==> config.mk <==
export PLATFORM = sky130hd
export DESIGN_NAME = rtc_setter_top
export DESIGN_NICKNAME = d
export VERILOG_FILES = /design/src/common/rtc_setter_pkg.sv /design/src/common/rtc_write_if.sv /design/src/verilog/rtc_setter_top.sv /design/src/verilog/write_queue.sv /design/src/verilog/field_sequencer.sv /design/src/button_decode/button_decode.sv
export SDC_FILE = /design/constraint.sdc
export NUM_CORES = 1
export LEC_CHECK = 0
export CAP_MARGIN = 15
export CORE_MARGIN = 2
export CORE_UTILIZATION = 62
export DETAILED_ROUTE_END_ITERATION = 12
export DONT_BUFFER_PORTS = 1
export PLACE_DENSITY = 0.88
export SYNTH_ARGS = -nofsm -noshare
export SYNTH_HDL_FRONTEND = slang
export SYNTH_HIERARCHICAL = 1
export SYNTH_SLANG_ARGS = --single-unit
==> constraint.sdc <==
create_clock -name clk -period 3.8 [get_ports clk]
set_input_delay 0.38 -clock clk [delete_from_list [all_inputs] [get_ports clk]]
set_output_delay 0.38 -clock clk [all_outputs]
set_load 0.03 [all_outputs]
==> src/common/rtc_setter_pkg.sv <==
package rtc_setter_pkg;

  // front panel commands
  typedef enum logic [1:0] {
    OP_INC,
    OP_DEC,
    OP_NEXT,
    OP_PREV
  } edit_op_e;

  // init states first, then the seven-field ring in register order
  typedef enum logic [3:0] {
    ST_INIT_HOLD,
    ST_INIT_RELEASE,
    ST_SECONDS,
    ST_MINUTES,
    ST_HOURS,
    ST_DAY,
    ST_MONTH,
    ST_YEAR,
    ST_WEEKDAY
  } seq_state_e;

  typedef struct packed {
    logic [7:0] seconds;
    logic [7:0] minutes;
    logic [7:0] hours;
    logic [7:0] day;
    logic [7:0] month;
    logic [7:0] year;
    logic [7:0] weekday;
  } rtc_time_t;

  localparam int REG_ADDR_W = 8;
  localparam int REG_DATA_W = 8;

  localparam logic [REG_ADDR_W-1:0] CTRL_ADDR       = 8'h02;
  localparam logic [REG_DATA_W-1:0] CTRL_HOLD       = 8'h10;
  localparam logic [REG_DATA_W-1:0] CTRL_RELEASE    = 8'h00;
  localparam logic [REG_ADDR_W-1:0] FIELD_ADDR_BASE = 8'h21;  // seconds, weekday at 0x27

  localparam int DEBOUNCE_CYCLES = 16;
  localparam int DEBOUNCE_W      = $clog2(DEBOUNCE_CYCLES);  // counts 0 .. DEBOUNCE_CYCLES-1

  localparam int QUEUE_DEPTH = 2;
  localparam int QUEUE_PTR_W = $clog2(QUEUE_DEPTH);
  localparam int QUEUE_CNT_W = $clog2(QUEUE_DEPTH + 1);

endpackage
==> src/common/rtc_write_if.sv <==
`timescale 1ns/1ps

interface rtc_write_if ();

  logic                                  wr_valid;
  logic                                  wr_ready;
  logic [rtc_setter_pkg::REG_ADDR_W-1:0] wr_addr;
  logic [rtc_setter_pkg::REG_DATA_W-1:0] wr_data;
  logic                                  wr_release;  // marks the control release write

  modport seq (
    output wr_valid,
    output wr_addr,
    output wr_data,
    output wr_release,
    input  wr_ready
  );

  modport queue (
    input  wr_valid,
    input  wr_addr,
    input  wr_data,
    input  wr_release,
    output wr_ready
  );

endinterface

==> src/verilog/rtc_setter_top.sv <==
`timescale 1ns/1ps

module rtc_setter_top (
  input  logic       clk,
  input  logic       Reset,
  input  logic       init_i,
  input  logic       write_enable_i,
  input  logic       btn_up_i,
  input  logic       btn_down_i,
  input  logic       btn_left_i,
  input  logic       btn_right_i,
  input  logic [7:0] sec_i,
  input  logic [7:0] min_i,
  input  logic [7:0] hour_i,
  input  logic [7:0] day_i,
  input  logic [7:0] month_i,
  input  logic [7:0] year_i,
  input  logic [7:0] weekday_i,
  input  logic       rtc_ready_i,
  output logic       rtc_valid_o,
  output logic [7:0] rtc_addr_o,
  output logic [7:0] rtc_data_o,
  output logic       reset_hold_o
);

  rtc_setter_pkg::rtc_time_t time_s;
  rtc_setter_pkg::edit_op_e  cmd_op;
  logic                      cmd_valid;
  logic                      cmd_ready;
  logic                      release_done;

  rtc_write_if wr_if ();

  assign time_s = '{
    seconds: sec_i,
    minutes: min_i,
    hours:   hour_i,
    day:     day_i,
    month:   month_i,
    year:    year_i,
    weekday: weekday_i
  };

  button_decode button_decode_i (
    .clk         (clk),
    .Reset       (Reset),
    .btn_up_i    (btn_up_i),
    .btn_down_i  (btn_down_i),
    .btn_left_i  (btn_left_i),
    .btn_right_i (btn_right_i),
    .cmd_ready_i (cmd_ready),
    .cmd_valid_o (cmd_valid),
    .cmd_op_o    (cmd_op)
  );

  field_sequencer field_sequencer_i (
    .clk            (clk),
    .Reset          (Reset),
    .init_i         (init_i),
    .write_enable_i (write_enable_i),
    .time_i         (time_s),
    .cmd_valid_i    (cmd_valid),
    .cmd_op_i       (cmd_op),
    .cmd_ready_o    (cmd_ready),
    .wr             (wr_if.seq),
    .release_done_i (release_done),
    .reset_hold_o   (reset_hold_o)
  );

  write_queue write_queue_i (
    .clk            (clk),
    .Reset          (Reset),
    .wr             (wr_if.queue),
    .rtc_addr_o     (rtc_addr_o),
    .rtc_data_o     (rtc_data_o),
    .rtc_valid_o    (rtc_valid_o),
    .rtc_ready_i    (rtc_ready_i),
    .release_done_o (release_done)
  );

endmodule

==> src/verilog/write_queue.sv <==
`timescale 1ns/1ps

module write_queue (
  input  logic                                  clk,
  input  logic                                  Reset,
  rtc_write_if.queue                            wr,
  output logic [rtc_setter_pkg::REG_ADDR_W-1:0] rtc_addr_o,
  output logic [rtc_setter_pkg::REG_DATA_W-1:0] rtc_data_o,
  output logic                                  rtc_valid_o,
  input  logic                                  rtc_ready_i,
  output logic                                  release_done_o
);

  logic [rtc_setter_pkg::REG_ADDR_W-1:0] addr_mem [rtc_setter_pkg::QUEUE_DEPTH];
  logic [rtc_setter_pkg::REG_DATA_W-1:0] data_mem [rtc_setter_pkg::QUEUE_DEPTH];
  logic [rtc_setter_pkg::QUEUE_DEPTH-1:0] rel_mem;
  logic [rtc_setter_pkg::QUEUE_PTR_W-1:0] wr_ptr;
  logic [rtc_setter_pkg::QUEUE_PTR_W-1:0] rd_ptr;
  logic [rtc_setter_pkg::QUEUE_CNT_W-1:0] count;
  logic                                   push;
  logic                                   pop;

  function automatic logic [rtc_setter_pkg::QUEUE_PTR_W-1:0] ptr_next(
    logic [rtc_setter_pkg::QUEUE_PTR_W-1:0] ptr
  );
    if (ptr == rtc_setter_pkg::QUEUE_PTR_W'(rtc_setter_pkg::QUEUE_DEPTH - 1))
      return '0;
    return ptr + 1'b1;
  endfunction

  assign wr.wr_ready = (count != rtc_setter_pkg::QUEUE_CNT_W'(rtc_setter_pkg::QUEUE_DEPTH));
  assign rtc_valid_o = (count != '0);
  assign push        = wr.wr_valid && wr.wr_ready;
  assign pop         = rtc_valid_o && rtc_ready_i;

  // oldest entry faces the chip
  assign rtc_addr_o     = addr_mem[rd_ptr];
  assign rtc_data_o     = data_mem[rd_ptr];
  assign release_done_o = pop && rel_mem[rd_ptr];

  always_ff @(posedge clk or posedge Reset)
  begin
    if (Reset)
    begin
      wr_ptr <= '0;
      rd_ptr <= '0;
      count  <= '0;
    end
    else
    begin
      if (push)
        wr_ptr <= ptr_next(wr_ptr);
      if (pop)
        rd_ptr <= ptr_next(rd_ptr);
      case ({push, pop})
        2'b10:   count <= count + 1'b1;
        2'b01:   count <= count - 1'b1;
        default: count <= count;  // both or neither
      endcase
    end
  end

  always_ff @(posedge clk)
  begin
    if (push)
    begin
      addr_mem[wr_ptr] <= wr.wr_addr;
      data_mem[wr_ptr] <= wr.wr_data;
      rel_mem[wr_ptr]  <= wr.wr_release;
    end
  end

endmodule

==> src/verilog/field_sequencer.sv <==
`timescale 1ns/1ps

module field_sequencer (
  input  logic                      clk,
  input  logic                      Reset,
  input  logic                      init_i,
  input  logic                      write_enable_i,
  input  rtc_setter_pkg::rtc_time_t time_i,
  input  logic                      cmd_valid_i,
  input  rtc_setter_pkg::edit_op_e  cmd_op_i,
  output logic                      cmd_ready_o,
  rtc_write_if.seq                  wr,
  input  logic                      release_done_i,
  output logic                      reset_hold_o
);

  rtc_setter_pkg::seq_state_e                state;
  logic                                      rel_sent;  // release write handed to the queue
  logic                                      field_st;
  logic                                      accept;
  logic                                      edit;
  logic                                      issue_hold;
  logic                                      issue_rel;
  logic [rtc_setter_pkg::REG_DATA_W-1:0]     cur_value;
  logic [rtc_setter_pkg::REG_ADDR_W-1:0]     field_addr;

  function automatic rtc_setter_pkg::seq_state_e next_field(rtc_setter_pkg::seq_state_e s);
    case (s)
      rtc_setter_pkg::ST_SECONDS: return rtc_setter_pkg::ST_MINUTES;
      rtc_setter_pkg::ST_MINUTES: return rtc_setter_pkg::ST_HOURS;
      rtc_setter_pkg::ST_HOURS:   return rtc_setter_pkg::ST_DAY;
      rtc_setter_pkg::ST_DAY:     return rtc_setter_pkg::ST_MONTH;
      rtc_setter_pkg::ST_MONTH:   return rtc_setter_pkg::ST_YEAR;
      rtc_setter_pkg::ST_YEAR:    return rtc_setter_pkg::ST_WEEKDAY;
      default:                    return rtc_setter_pkg::ST_SECONDS;  // weekday wraps
    endcase
  endfunction

  function automatic rtc_setter_pkg::seq_state_e prev_field(rtc_setter_pkg::seq_state_e s);
    case (s)
      rtc_setter_pkg::ST_MINUTES: return rtc_setter_pkg::ST_SECONDS;
      rtc_setter_pkg::ST_HOURS:   return rtc_setter_pkg::ST_MINUTES;
      rtc_setter_pkg::ST_DAY:     return rtc_setter_pkg::ST_HOURS;
      rtc_setter_pkg::ST_MONTH:   return rtc_setter_pkg::ST_DAY;
      rtc_setter_pkg::ST_YEAR:    return rtc_setter_pkg::ST_MONTH;
      rtc_setter_pkg::ST_WEEKDAY: return rtc_setter_pkg::ST_YEAR;
      default:                    return rtc_setter_pkg::ST_WEEKDAY;  // seconds wraps back
    endcase
  endfunction

  always_comb
  begin
    case (state)
      rtc_setter_pkg::ST_MINUTES: cur_value = time_i.minutes;
      rtc_setter_pkg::ST_HOURS:   cur_value = time_i.hours;
      rtc_setter_pkg::ST_DAY:     cur_value = time_i.day;
      rtc_setter_pkg::ST_MONTH:   cur_value = time_i.month;
      rtc_setter_pkg::ST_YEAR:    cur_value = time_i.year;
      rtc_setter_pkg::ST_WEEKDAY: cur_value = time_i.weekday;
      default:                    cur_value = time_i.seconds;
    endcase
  end

  // field registers sit at consecutive addresses from seconds
  assign field_addr = rtc_setter_pkg::FIELD_ADDR_BASE +
                      rtc_setter_pkg::REG_ADDR_W'(state) -
                      rtc_setter_pkg::REG_ADDR_W'(rtc_setter_pkg::ST_SECONDS);

  assign field_st    = (state != rtc_setter_pkg::ST_INIT_HOLD) &&
                       (state != rtc_setter_pkg::ST_INIT_RELEASE);
  assign cmd_ready_o = field_st && !wr.wr_valid && write_enable_i && !init_i;
  assign accept      = cmd_valid_i && cmd_ready_o;
  assign edit        = accept && ((cmd_op_i == rtc_setter_pkg::OP_INC) ||
                                  (cmd_op_i == rtc_setter_pkg::OP_DEC));
  assign issue_hold  = (state == rtc_setter_pkg::ST_INIT_HOLD) && !init_i && !wr.wr_valid;
  assign issue_rel   = (state == rtc_setter_pkg::ST_INIT_RELEASE) && !rel_sent && !wr.wr_valid;

  always_ff @(posedge clk or posedge Reset)
  begin
    if (Reset)
    begin
      state        <= rtc_setter_pkg::ST_INIT_HOLD;
      wr.wr_valid  <= 1'b0;
      rel_sent     <= 1'b0;
      reset_hold_o <= 1'b1;
    end
    else
    begin
      if (wr.wr_valid && wr.wr_ready)
        wr.wr_valid <= 1'b0;
      if (issue_hold || issue_rel || edit)
        wr.wr_valid <= 1'b1;  // only when nothing is pending, so no clash with the clear
      if (init_i)
      begin
        state        <= rtc_setter_pkg::ST_INIT_HOLD;
        rel_sent     <= 1'b0;
        reset_hold_o <= 1'b1;
      end
      else
      begin
        case (state)
          rtc_setter_pkg::ST_INIT_HOLD:
          begin
            if (issue_hold)
              state <= rtc_setter_pkg::ST_INIT_RELEASE;
          end
          rtc_setter_pkg::ST_INIT_RELEASE:
          begin
            if (issue_rel)
              rel_sent <= 1'b1;
            if (rel_sent && !wr.wr_valid && release_done_i)
            begin
              state        <= rtc_setter_pkg::ST_SECONDS;  // chip took the release
              rel_sent     <= 1'b0;
              reset_hold_o <= 1'b0;
            end
          end
          default:
          begin
            if (accept && cmd_op_i == rtc_setter_pkg::OP_NEXT)
              state <= next_field(state);
            else if (accept && cmd_op_i == rtc_setter_pkg::OP_PREV)
              state <= prev_field(state);
          end
        endcase
      end
    end
  end

  always_ff @(posedge clk)
  begin
    if (issue_hold)
    begin
      wr.wr_addr    <= rtc_setter_pkg::CTRL_ADDR;
      wr.wr_data    <= rtc_setter_pkg::CTRL_HOLD;
      wr.wr_release <= 1'b0;
    end
    else if (issue_rel)
    begin
      wr.wr_addr    <= rtc_setter_pkg::CTRL_ADDR;
      wr.wr_data    <= rtc_setter_pkg::CTRL_RELEASE;
      wr.wr_release <= 1'b1;
    end
    else if (edit)
    begin
      wr.wr_addr    <= field_addr;
      wr.wr_data    <= (cmd_op_i == rtc_setter_pkg::OP_INC) ? cur_value + 1'b1
                                                            : cur_value - 1'b1;  // wraps mod 256
      wr.wr_release <= 1'b0;
    end
  end

endmodule

==> src/button_decode/button_decode.sv <==
`timescale 1ns/1ps

module button_decode (
  input  logic                     clk,
  input  logic                     Reset,
  input  logic                     btn_up_i,
  input  logic                     btn_down_i,
  input  logic                     btn_left_i,
  input  logic                     btn_right_i,
  input  logic                     cmd_ready_i,
  output logic                     cmd_valid_o,
  output rtc_setter_pkg::edit_op_e cmd_op_o
);

  localparam int NUM_BTN = 4;

  // index order is also the priority order: up, down, right, left
  logic [NUM_BTN-1:0]                                btn_raw;
  logic [NUM_BTN-1:0]                                level;  // debounced level
  logic [NUM_BTN-1:0][rtc_setter_pkg::DEBOUNCE_W-1:0] cnt;
  logic [NUM_BTN-1:0]                                press;
  rtc_setter_pkg::edit_op_e                          next_op;

  assign btn_raw = {btn_left_i, btn_right_i, btn_down_i, btn_up_i};

  // a press is clean on the sample that completes DEBOUNCE_CYCLES high samples
  always_comb
  begin
    for (int i = 0; i < NUM_BTN; i++)
    begin
      press[i] = btn_raw[i] && !level[i] &&
                 (cnt[i] == rtc_setter_pkg::DEBOUNCE_W'(rtc_setter_pkg::DEBOUNCE_CYCLES - 1));
    end
  end

  always_ff @(posedge clk or posedge Reset)
  begin
    if (Reset)
    begin
      level <= '0;
      cnt   <= '0;
    end
    else
    begin
      for (int i = 0; i < NUM_BTN; i++)
      begin
        if (btn_raw[i] != level[i])
        begin
          if (cnt[i] == rtc_setter_pkg::DEBOUNCE_W'(rtc_setter_pkg::DEBOUNCE_CYCLES - 1))
          begin
            level[i] <= btn_raw[i];  // held long enough, take the new level
            cnt[i]   <= '0;
          end
          else
          begin
            cnt[i] <= cnt[i] + 1'b1;
          end
        end
        else
        begin
          cnt[i] <= '0;  // bounce restarts the count
        end
      end
    end
  end

  always_comb
  begin
    if (press[0])
      next_op = rtc_setter_pkg::OP_INC;
    else if (press[1])
      next_op = rtc_setter_pkg::OP_DEC;
    else if (press[2])
      next_op = rtc_setter_pkg::OP_NEXT;
    else
      next_op = rtc_setter_pkg::OP_PREV;
  end

  // presses arriving while a command waits are dropped
  always_ff @(posedge clk or posedge Reset)
  begin
    if (Reset)
      cmd_valid_o <= 1'b0;
    else if (cmd_valid_o)
    begin
      if (cmd_ready_i)
        cmd_valid_o <= 1'b0;
    end
    else if (|press)
      cmd_valid_o <= 1'b1;
  end

  always_ff @(posedge clk)
  begin
    if (!cmd_valid_o && |press)
      cmd_op_o <= next_op;
  end

endmodule

Yosys cells after proc, flatten, opt, wreduce, memory -nomap -nowiden
Memory sizes are Yosys's and may differ from the RTL's.
Index checks and enable logic that the tools add are counted.
- add/sub/neg operators: 12
- magnitude comparators: 3
- eq/ne operators: 25
- muxes and demuxes: 52
- reduce and logical (&&, ||, !) cells: 59
- operator list (kind ; count):
    two-way mux 4 bit ; 13
    case mux 4 bit (6 select lines) ; 2
    case mux 8 bit (6 select lines) ; 1
    two-way mux 1 bit ; 29
    logical AND 1 bit ; 27
    equality test 4 bit, second input constant ; 5
    adder 4 x 1 -> 4 bit, second input constant ; 4
    equality test 4 x 3 -> 1 bit, second input constant ; 4
    AND reduction 2 bit ; 6
    nonzero test 2 bit ; 6
    two-way mux 5 bit ; 2
    adder 8 x 1 -> 8 bit, second input constant ; 1
    equality test 4 x 2 -> 1 bit, second input constant ; 2
    zero test 1 bit ; 8
    two-way mux 8 bit ; 1
    case mux 4 bit (2 select lines) ; 1
    subtractor 8 x 1 -> 8 bit, second input constant ; 1
    subtractor 8 x 2 -> 8 bit, second input constant ; 1
    adder 6 x 4 -> 7 bit, first input constant ; 1
    equality test 2 bit, second input constant ; 3
    nonzero test 5 bit ; 1
    equality test 2 x 1 -> 1 bit, second input constant ; 2
    equality test 4 x 1 -> 1 bit, second input constant ; 1
    zero test 4 bit ; 1
    other kinds (20) ; 28
- register bits after elaboration: 53
- memory bits (writable): 32
- bits of input ports: 65
- logic and storage cells: 176
- memories kept: 2
- memories (name ; depth ; width ; read ports ; clocked after Yosys merged registers in ; wr ports ; line ; text):
    write_queue_i.addr_mem ; 2 ; 8 ; 1 ; 0 ; 1 ; write_queue.sv:14 ; logic [rtc_setter_pkg::REG_ADDR_W-1:0] addr_mem [rtc_setter_pkg::QUEUE_DEPTH];
    write_queue_i.data_mem ; 2 ; 8 ; 1 ; 0 ; 1 ; write_queue.sv:15 ; logic [rtc_setter_pkg::REG_DATA_W-1:0] data_mem [rtc_setter_pkg::QUEUE_DEPTH];

Logic depth before layout (Yosys ltp)
- depth in word-level cells: 11
- gate-level depth with buffers: 17
- depth with buffers taken out: 16

Hierarchy
The synthesis kept the hierarchy.
- by module, submodules not included (module ; instances ; cells an instance ; area an instance (sq um) ; sequential area each (sq um)):
    field_sequencer ; 1 ; 238 ; 1819.2 ; 476.7
    write_queue ; 1 ; 73 ; 1483.9 ; 1121.1
    button_decode ; 1 ; 95 ; 1082.3 ; 585.6

Least setup slack after synthesis
OpenSTA, ideal clock, no wires.
- path type: register to register
- start: reg field_sequencer_i.state[0]
- end: reg field_sequencer_i.wr.wr_data[7]
- library setup time: 0.134 ns
- arrival time: 2.810 ns
- required time: 3.666 ns
- path slack: 0.856 ns
- stages on the path, launching flop included: 16
- buffers on the path: 2
- clock period less this slack: 2.944 ns
- path through: dfrtp_1 ha_1 buf_4 clkbuf_1 a22oi_1 a21oi_1 o21ai_0 nand2_1 ha_1 a211oi_1 nor2_1 o21a_1 o21ai_0 o311ai_2 xnor2_1 o22ai_1
- cells in the longest elaborated chain, start to end: 7
- elaborated cells on any way between the ends: 25
- ends and longest elaborated chain (element ; line ; text):
    from (decl) ; field_sequencer.sv:17 ; rtc_setter_pkg::seq_state_e state;
    from (signal assigned) ; field_sequencer.sv:82 ; state <= rtc_setter_pkg::ST_INIT_HOLD;
    from (signal assigned) ; field_sequencer.sv:95 ; state <= rtc_setter_pkg::ST_INIT_HOLD;
    from (signal assigned) ; field_sequencer.sv:105 ; state <= rtc_setter_pkg::ST_INIT_RELEASE;
    parallel branches: the longest is 7 deep, another holds subtractor 8 x 1 -> 8 bit ; n/a ;
    to (signal assigned) ; field_sequencer.sv:135 ; wr.wr_data <= rtc_setter_pkg::CTRL_HOLD;
    to (signal assigned) ; field_sequencer.sv:141 ; wr.wr_data <= rtc_setter_pkg::CTRL_RELEASE;
    to (signal assigned) ; field_sequencer.sv:147 ; wr.wr_data <= (cmd_op_i == rtc_setter_pkg::OP_INC) ? cur_value + 1'b1
    to (decl) ; rtc_write_if.sv:14 ; output wr_data,
Several ways; the timed one is not identified.
A chain may end at the register's enable or synchronous reset.

Worst setup path in the final report
Ends and elaborated chain as after synthesis.

==> PnR_summary.wiki <==
{| class="wikitable"
! Metric !! Value
|-
| NumNets Final || 492
|-
| Fraction of post-synthesis cell area in the top cell type by area || 0.247
|-
| Ordered list of cells on the worst path || inv_1 -> ha_1 -> buf_4 -> nor3_1 -> nor2_1 -> o21ai_2 -> a22oi_1 -> nand2_1 -> ha_1 -> a211oi_1 -> nor2_1 -> o21a_1 -> o21ai_0 -> o311ai_2 -> xnor2_1 -> o22ai_1
|-
| Power per cell area || between 600 and 700 nW/um^2
|-
| Peak clock frequency supported by timing || 282 MHz
|-
| GRT Max-Usage Layer || met2
|-
| Leak pwr || 1.78 nW
|-
| Fraction of met3 tracks used by global routing || 0.0405
|-
| Most instantiated flip-flop cell in the synthesis netlist || edfxtp_1
|-
| Launch instance of the worst register-to-register path || field_sequencer_i/state[0]
|-
| Data arrival, critical path || 3.77 ns
|-
| Kind of launch point of the worst setup path || flip-flop
|-
| Peak supply drop || between 300 and 400 uV
|-
| Overall global routing resource usage || 0.228
|-
| Final WL || 8720 um
|-
| Cell at the root of the clock tree || clkbuf_8
|-
| Top-level I/O count || 83
|-
| Register bit count reported by yosys || 83
|-
| Class of the tightest hold or removal check || input pin to async pin
|-
| Most frequent cells after synthesis || edfxtp_1, nor2_1, dfrtp_1, nand2_1
|-
| Post-CTS clock slew at the launch and capture registers of the worst setup and hold paths || 0.10 ns
|-
| Final global-route overflow total || 0
|-
| Depth of the worst register-to-register path || 16
|-
| Status || finished clean
|-
| Met1 track demand over resource in global routing || 0.313
|-
| Placement Rows || 30
|-
| Clock tree from TritonCTS || built
|-
| Number of clock sinks seen by CTS || 83
|-
| Setup TNS Final || 0 ns
|-
| Die Footprint || between 7000 and 8000 sq um
|-
| Post-synth EDFFs || 36
|-
| Post-detailed-route count of antenna-violating nets || 0
|-
| # Max-Cap Violations || 0
|-
| # resized after CTS || 0
|-
| Largest buffer count on any clock path || 2
|-
| Critical path capture point || field_sequencer_i/wr.wr_data[7]
|-
| Final hold vios || 0
|-
| Startpoint of the worst setup timing path || field_sequencer_i/state[0]
|-
| Final-report setup violation count || 0
|-
| Via count || 3103
|-
| Count of cell types in the netlist || 65
|-
| Ratio of final minimum period to clock period || 0.935
|-
| GR met2 Demand/Resource || 0.373
|-
| Least-Margin Pin Slew || 0.783 ns
|-
| Largest net degree at the start of global routing || 23
|-
| Highest net fanout along the worst path || 10
|-
| Post-detailed-route DRC marker count || 0
|-
| Final Skew || 0.00782 ns
|-
| First-pass GRT wire length || approximately 14000 um
|-
| Area inside the core boundary || 6830 sq um
|-
| Antenna violations before repair || 0
|-
| Crit. End Element || flip-flop
|-
| Buffers added on ports || 0
|-
| Endpoint of the worst register-to-register path || field_sequencer_i/wr.wr_data[7]
|-
| Vias in the first global route || 2880
|-
| Async set-or-reset flop fraction in the synthesized netlist || 0.386
|-
| Top cells by area in the synthesized netlist || edfxtp_1, dfrtp_1, dfxtp_1, ha_1, mux2_4
|-
| Cell area after technology mapping || between 4000 and 5000 sq um
|-
| Cell type contributing the most total cell area after synthesis || edfxtp_1
|-
| Count of H-tree levels built during CTS || 3
|-
| Routed length per instance || 17.2 um
|-
| Detailed placement HPWL || 6430 um
|-
| Vias per cell || 6.12
|-
| Shortest period the worst path allows || approximately 3.6 ns
|-
| Number of DRC violations after detailed-routing iteration 0 || 230
|-
| Die width || 88.1 um
|-
| Area growth, synth to finish || 5.85%
|-
| YS warnings || 6
|-
| Share of final-layout standard cells stronger than drive strength 1 || 0.139
|-
| Final max-slew violation count || 0
|-
| Final setup margin || approximately 0.25 ns
|-
| Worst max-slew margin expressed relative to the limit || 0.477
|-
| Count of TritonRoute iterations in the first routing pass || 7
|-
| Antenna cells || 0
|-
| CP peak stage delay || 0.46 ns
|-
| Setup slack of the worst register-to-register path || roughly 0.25 ns
|-
| Weighted congestion reported at the end of routability-driven placement || roughly 0.9
|-
| Number of buffers created by CTS || 9
|-
| Type of the worst setup path || flip-flop to flip-flop
|-
| Required time worst endpoint || 4.02 ns
|-
| Starting Density || 0.642
|-
| Worst Setup Slack post-DPL || between 0.3 and 0.4 ns
|-
| Slowest library cell on the worst path || dfrtp_1
|-
| Sequential fraction of the synthesis area || 0.498
|-
| Synthesized area divided by synthesized cell count || 10.8 sq um
|-
| Unrepaired setup endpoints after global routing || false
|-
| Height of the die || 88.1 um
|-
| # fillers || 530
|-
| Clock insertion delay at the later pin of the skew report || approximately 0.35 ns
|-
| Synthesized netlist cell count || 406
|}
cell usage in the layout (no fill, tap or decap), types with 2 or more instances in the layout:
master / n
edfxtp_1: 36
or2_2: 2
a221o_1: 2
conb_1: 2
nand2b_1: 3
nand2_1: 31
and3_1: 6
a31oi_1: 3
dfxtp_1: 15
clkinvlp_4: 3
inv_8: 2
nor3b_1: 3
mux2_4: 9
o21ai_0: 18
nor2b_1: 6
mux2_2: 10
xnor2_1: 15
dfrtp_1: 31
a21oi_2: 2
ha_1: 20
nor3_1: 6
o21a_1: 3
buf_4: 4
a21oi_1: 23
a22oi_1: 17
nand3_1: 7
nand4b_1: 4
o22ai_1: 5
nor4_1: 2
o31ai_1: 2
nor2b_4: 2
clkbuf_8: 9
nor2_1: 36
inv_1: 23
a211oi_1: 10
a211o_1: 2
nand4_1: 4
xor2_1: 2
o2111ai_1: 3
sequential cells by signal (all words and copies together), names as in the netlist:
name and flops:
button_decode_i/cnt 16, field_sequencer_i/wr.wr_valid 1, field_sequencer_i/wr.wr_data 8, write_queue_i/addr_mem 16, field_sequencer_i/reset_hold_o 1, write_queue_i/count 2
field_sequencer_i/wr.wr_release 1, button_decode_i/level 4, write_queue_i/wr_ptr 1, write_queue_i/rd_ptr 1, write_queue_i/rel_mem 2, field_sequencer_i/state 4
button_decode_i/cmd_valid_o 1, field_sequencer_i/rel_sent 1, write_queue_i/data_mem 16, button_decode_i/cmd_op_o 2, field_sequencer_i/wr.wr_addr 6
final cells by class:
class | instances | area [sq um] | share of cell area
Sequential cell | 83 | 2180 | 0.470
Multi-Input combinational cell | 284 | 2000 | 0.432
Clock buffer | 9 | 124 | 0.0267
Tap cell | 96 | 120 | 0.0259
Inverter | 23 | 86.3 | 0.0186
Clock inverter | 7 | 83.8 | 0.0181
Timing Repair Buffer | 5 | 40.0 | 0.00863
worst min path at each step:
stage	end	slack, ns	cells after the start
2_1_floorplan	write_queue_i/count[0]	0.15	1
5_1_grt	field_sequencer_i/rel_sent	0.08	1
3_3_place_gp	write_queue_i/wr_ptr	0.16	1
6_report	button_decode_i/cnt[8]	0.05	1
4_1_cts	button_decode_i/level[0]	0.07	1
3_5_place_dp	write_queue_i/wr_ptr	0.17	1
timing repair:
action	CTS	global route
hold buffers	1	0
setup endpoints to repair	0	0
endpoints found under the hold margin	10	0
setup buffers	0	0
power breakdown:
| group | leakage [nW] | internal, W | switching, W | total, W |
|---|---|---|---|---|
| Clock | 0.0959 | 0.000315 | 0.000339 | 0.000654 |
| Sequential | 0.871 | 0.00112 | 0.000101 | 0.00122 |
| Combinational | 0.815 | 0.000422 | 0.000713 | 0.00114 |
logic make-up after synthesis:
group,after synthesis,synth area share
AND/OR/NAND/NOR,122,0.145
AO/OA/AOI/OAI,102,0.156
flip-flops,83,0.498
buffers and inverters,40,0.0459
adder cells (fa/ha/maj),21,0.0616
multiplexers,20,0.0588
XOR/XNOR,17,0.0340
other,1,0.000855
critical path: cells and delay by family (launching register included):
kind | cells | cell delay (ns)
flops | 1 | 0.46
xor+xnor | 1 | 0.18
buf+inv | 2 | 0.34
fa+ha+maj | 2 | 0.60
compound gates | 7 | 1.42
simple gates | 4 | 0.44
per-stage QoR:
step	total power [W]	std cells	hold slack, ns	util	instance area [sq um]
final	0.00301	507	0.0478	0.679	4640
after floorplan	0.00220	407	0.146	-	4390
after global placement	0.00232	490	0.164	0.648	4420
after global routing	0.00317	507	0.0792	0.679	4640
after CTS	0.00302	507	0.0733	0.679	4640
after detailed placement	0.00237	490	0.168	0.648	4420
layer usage:
layer	vias to the layer above	share of wire
met5	-	0
met4	0	0.019
met3	19	0.053
met2	99	0.51
met1	1508	0.42
li1	1477	-
Power figures use the tool's default switching activity.
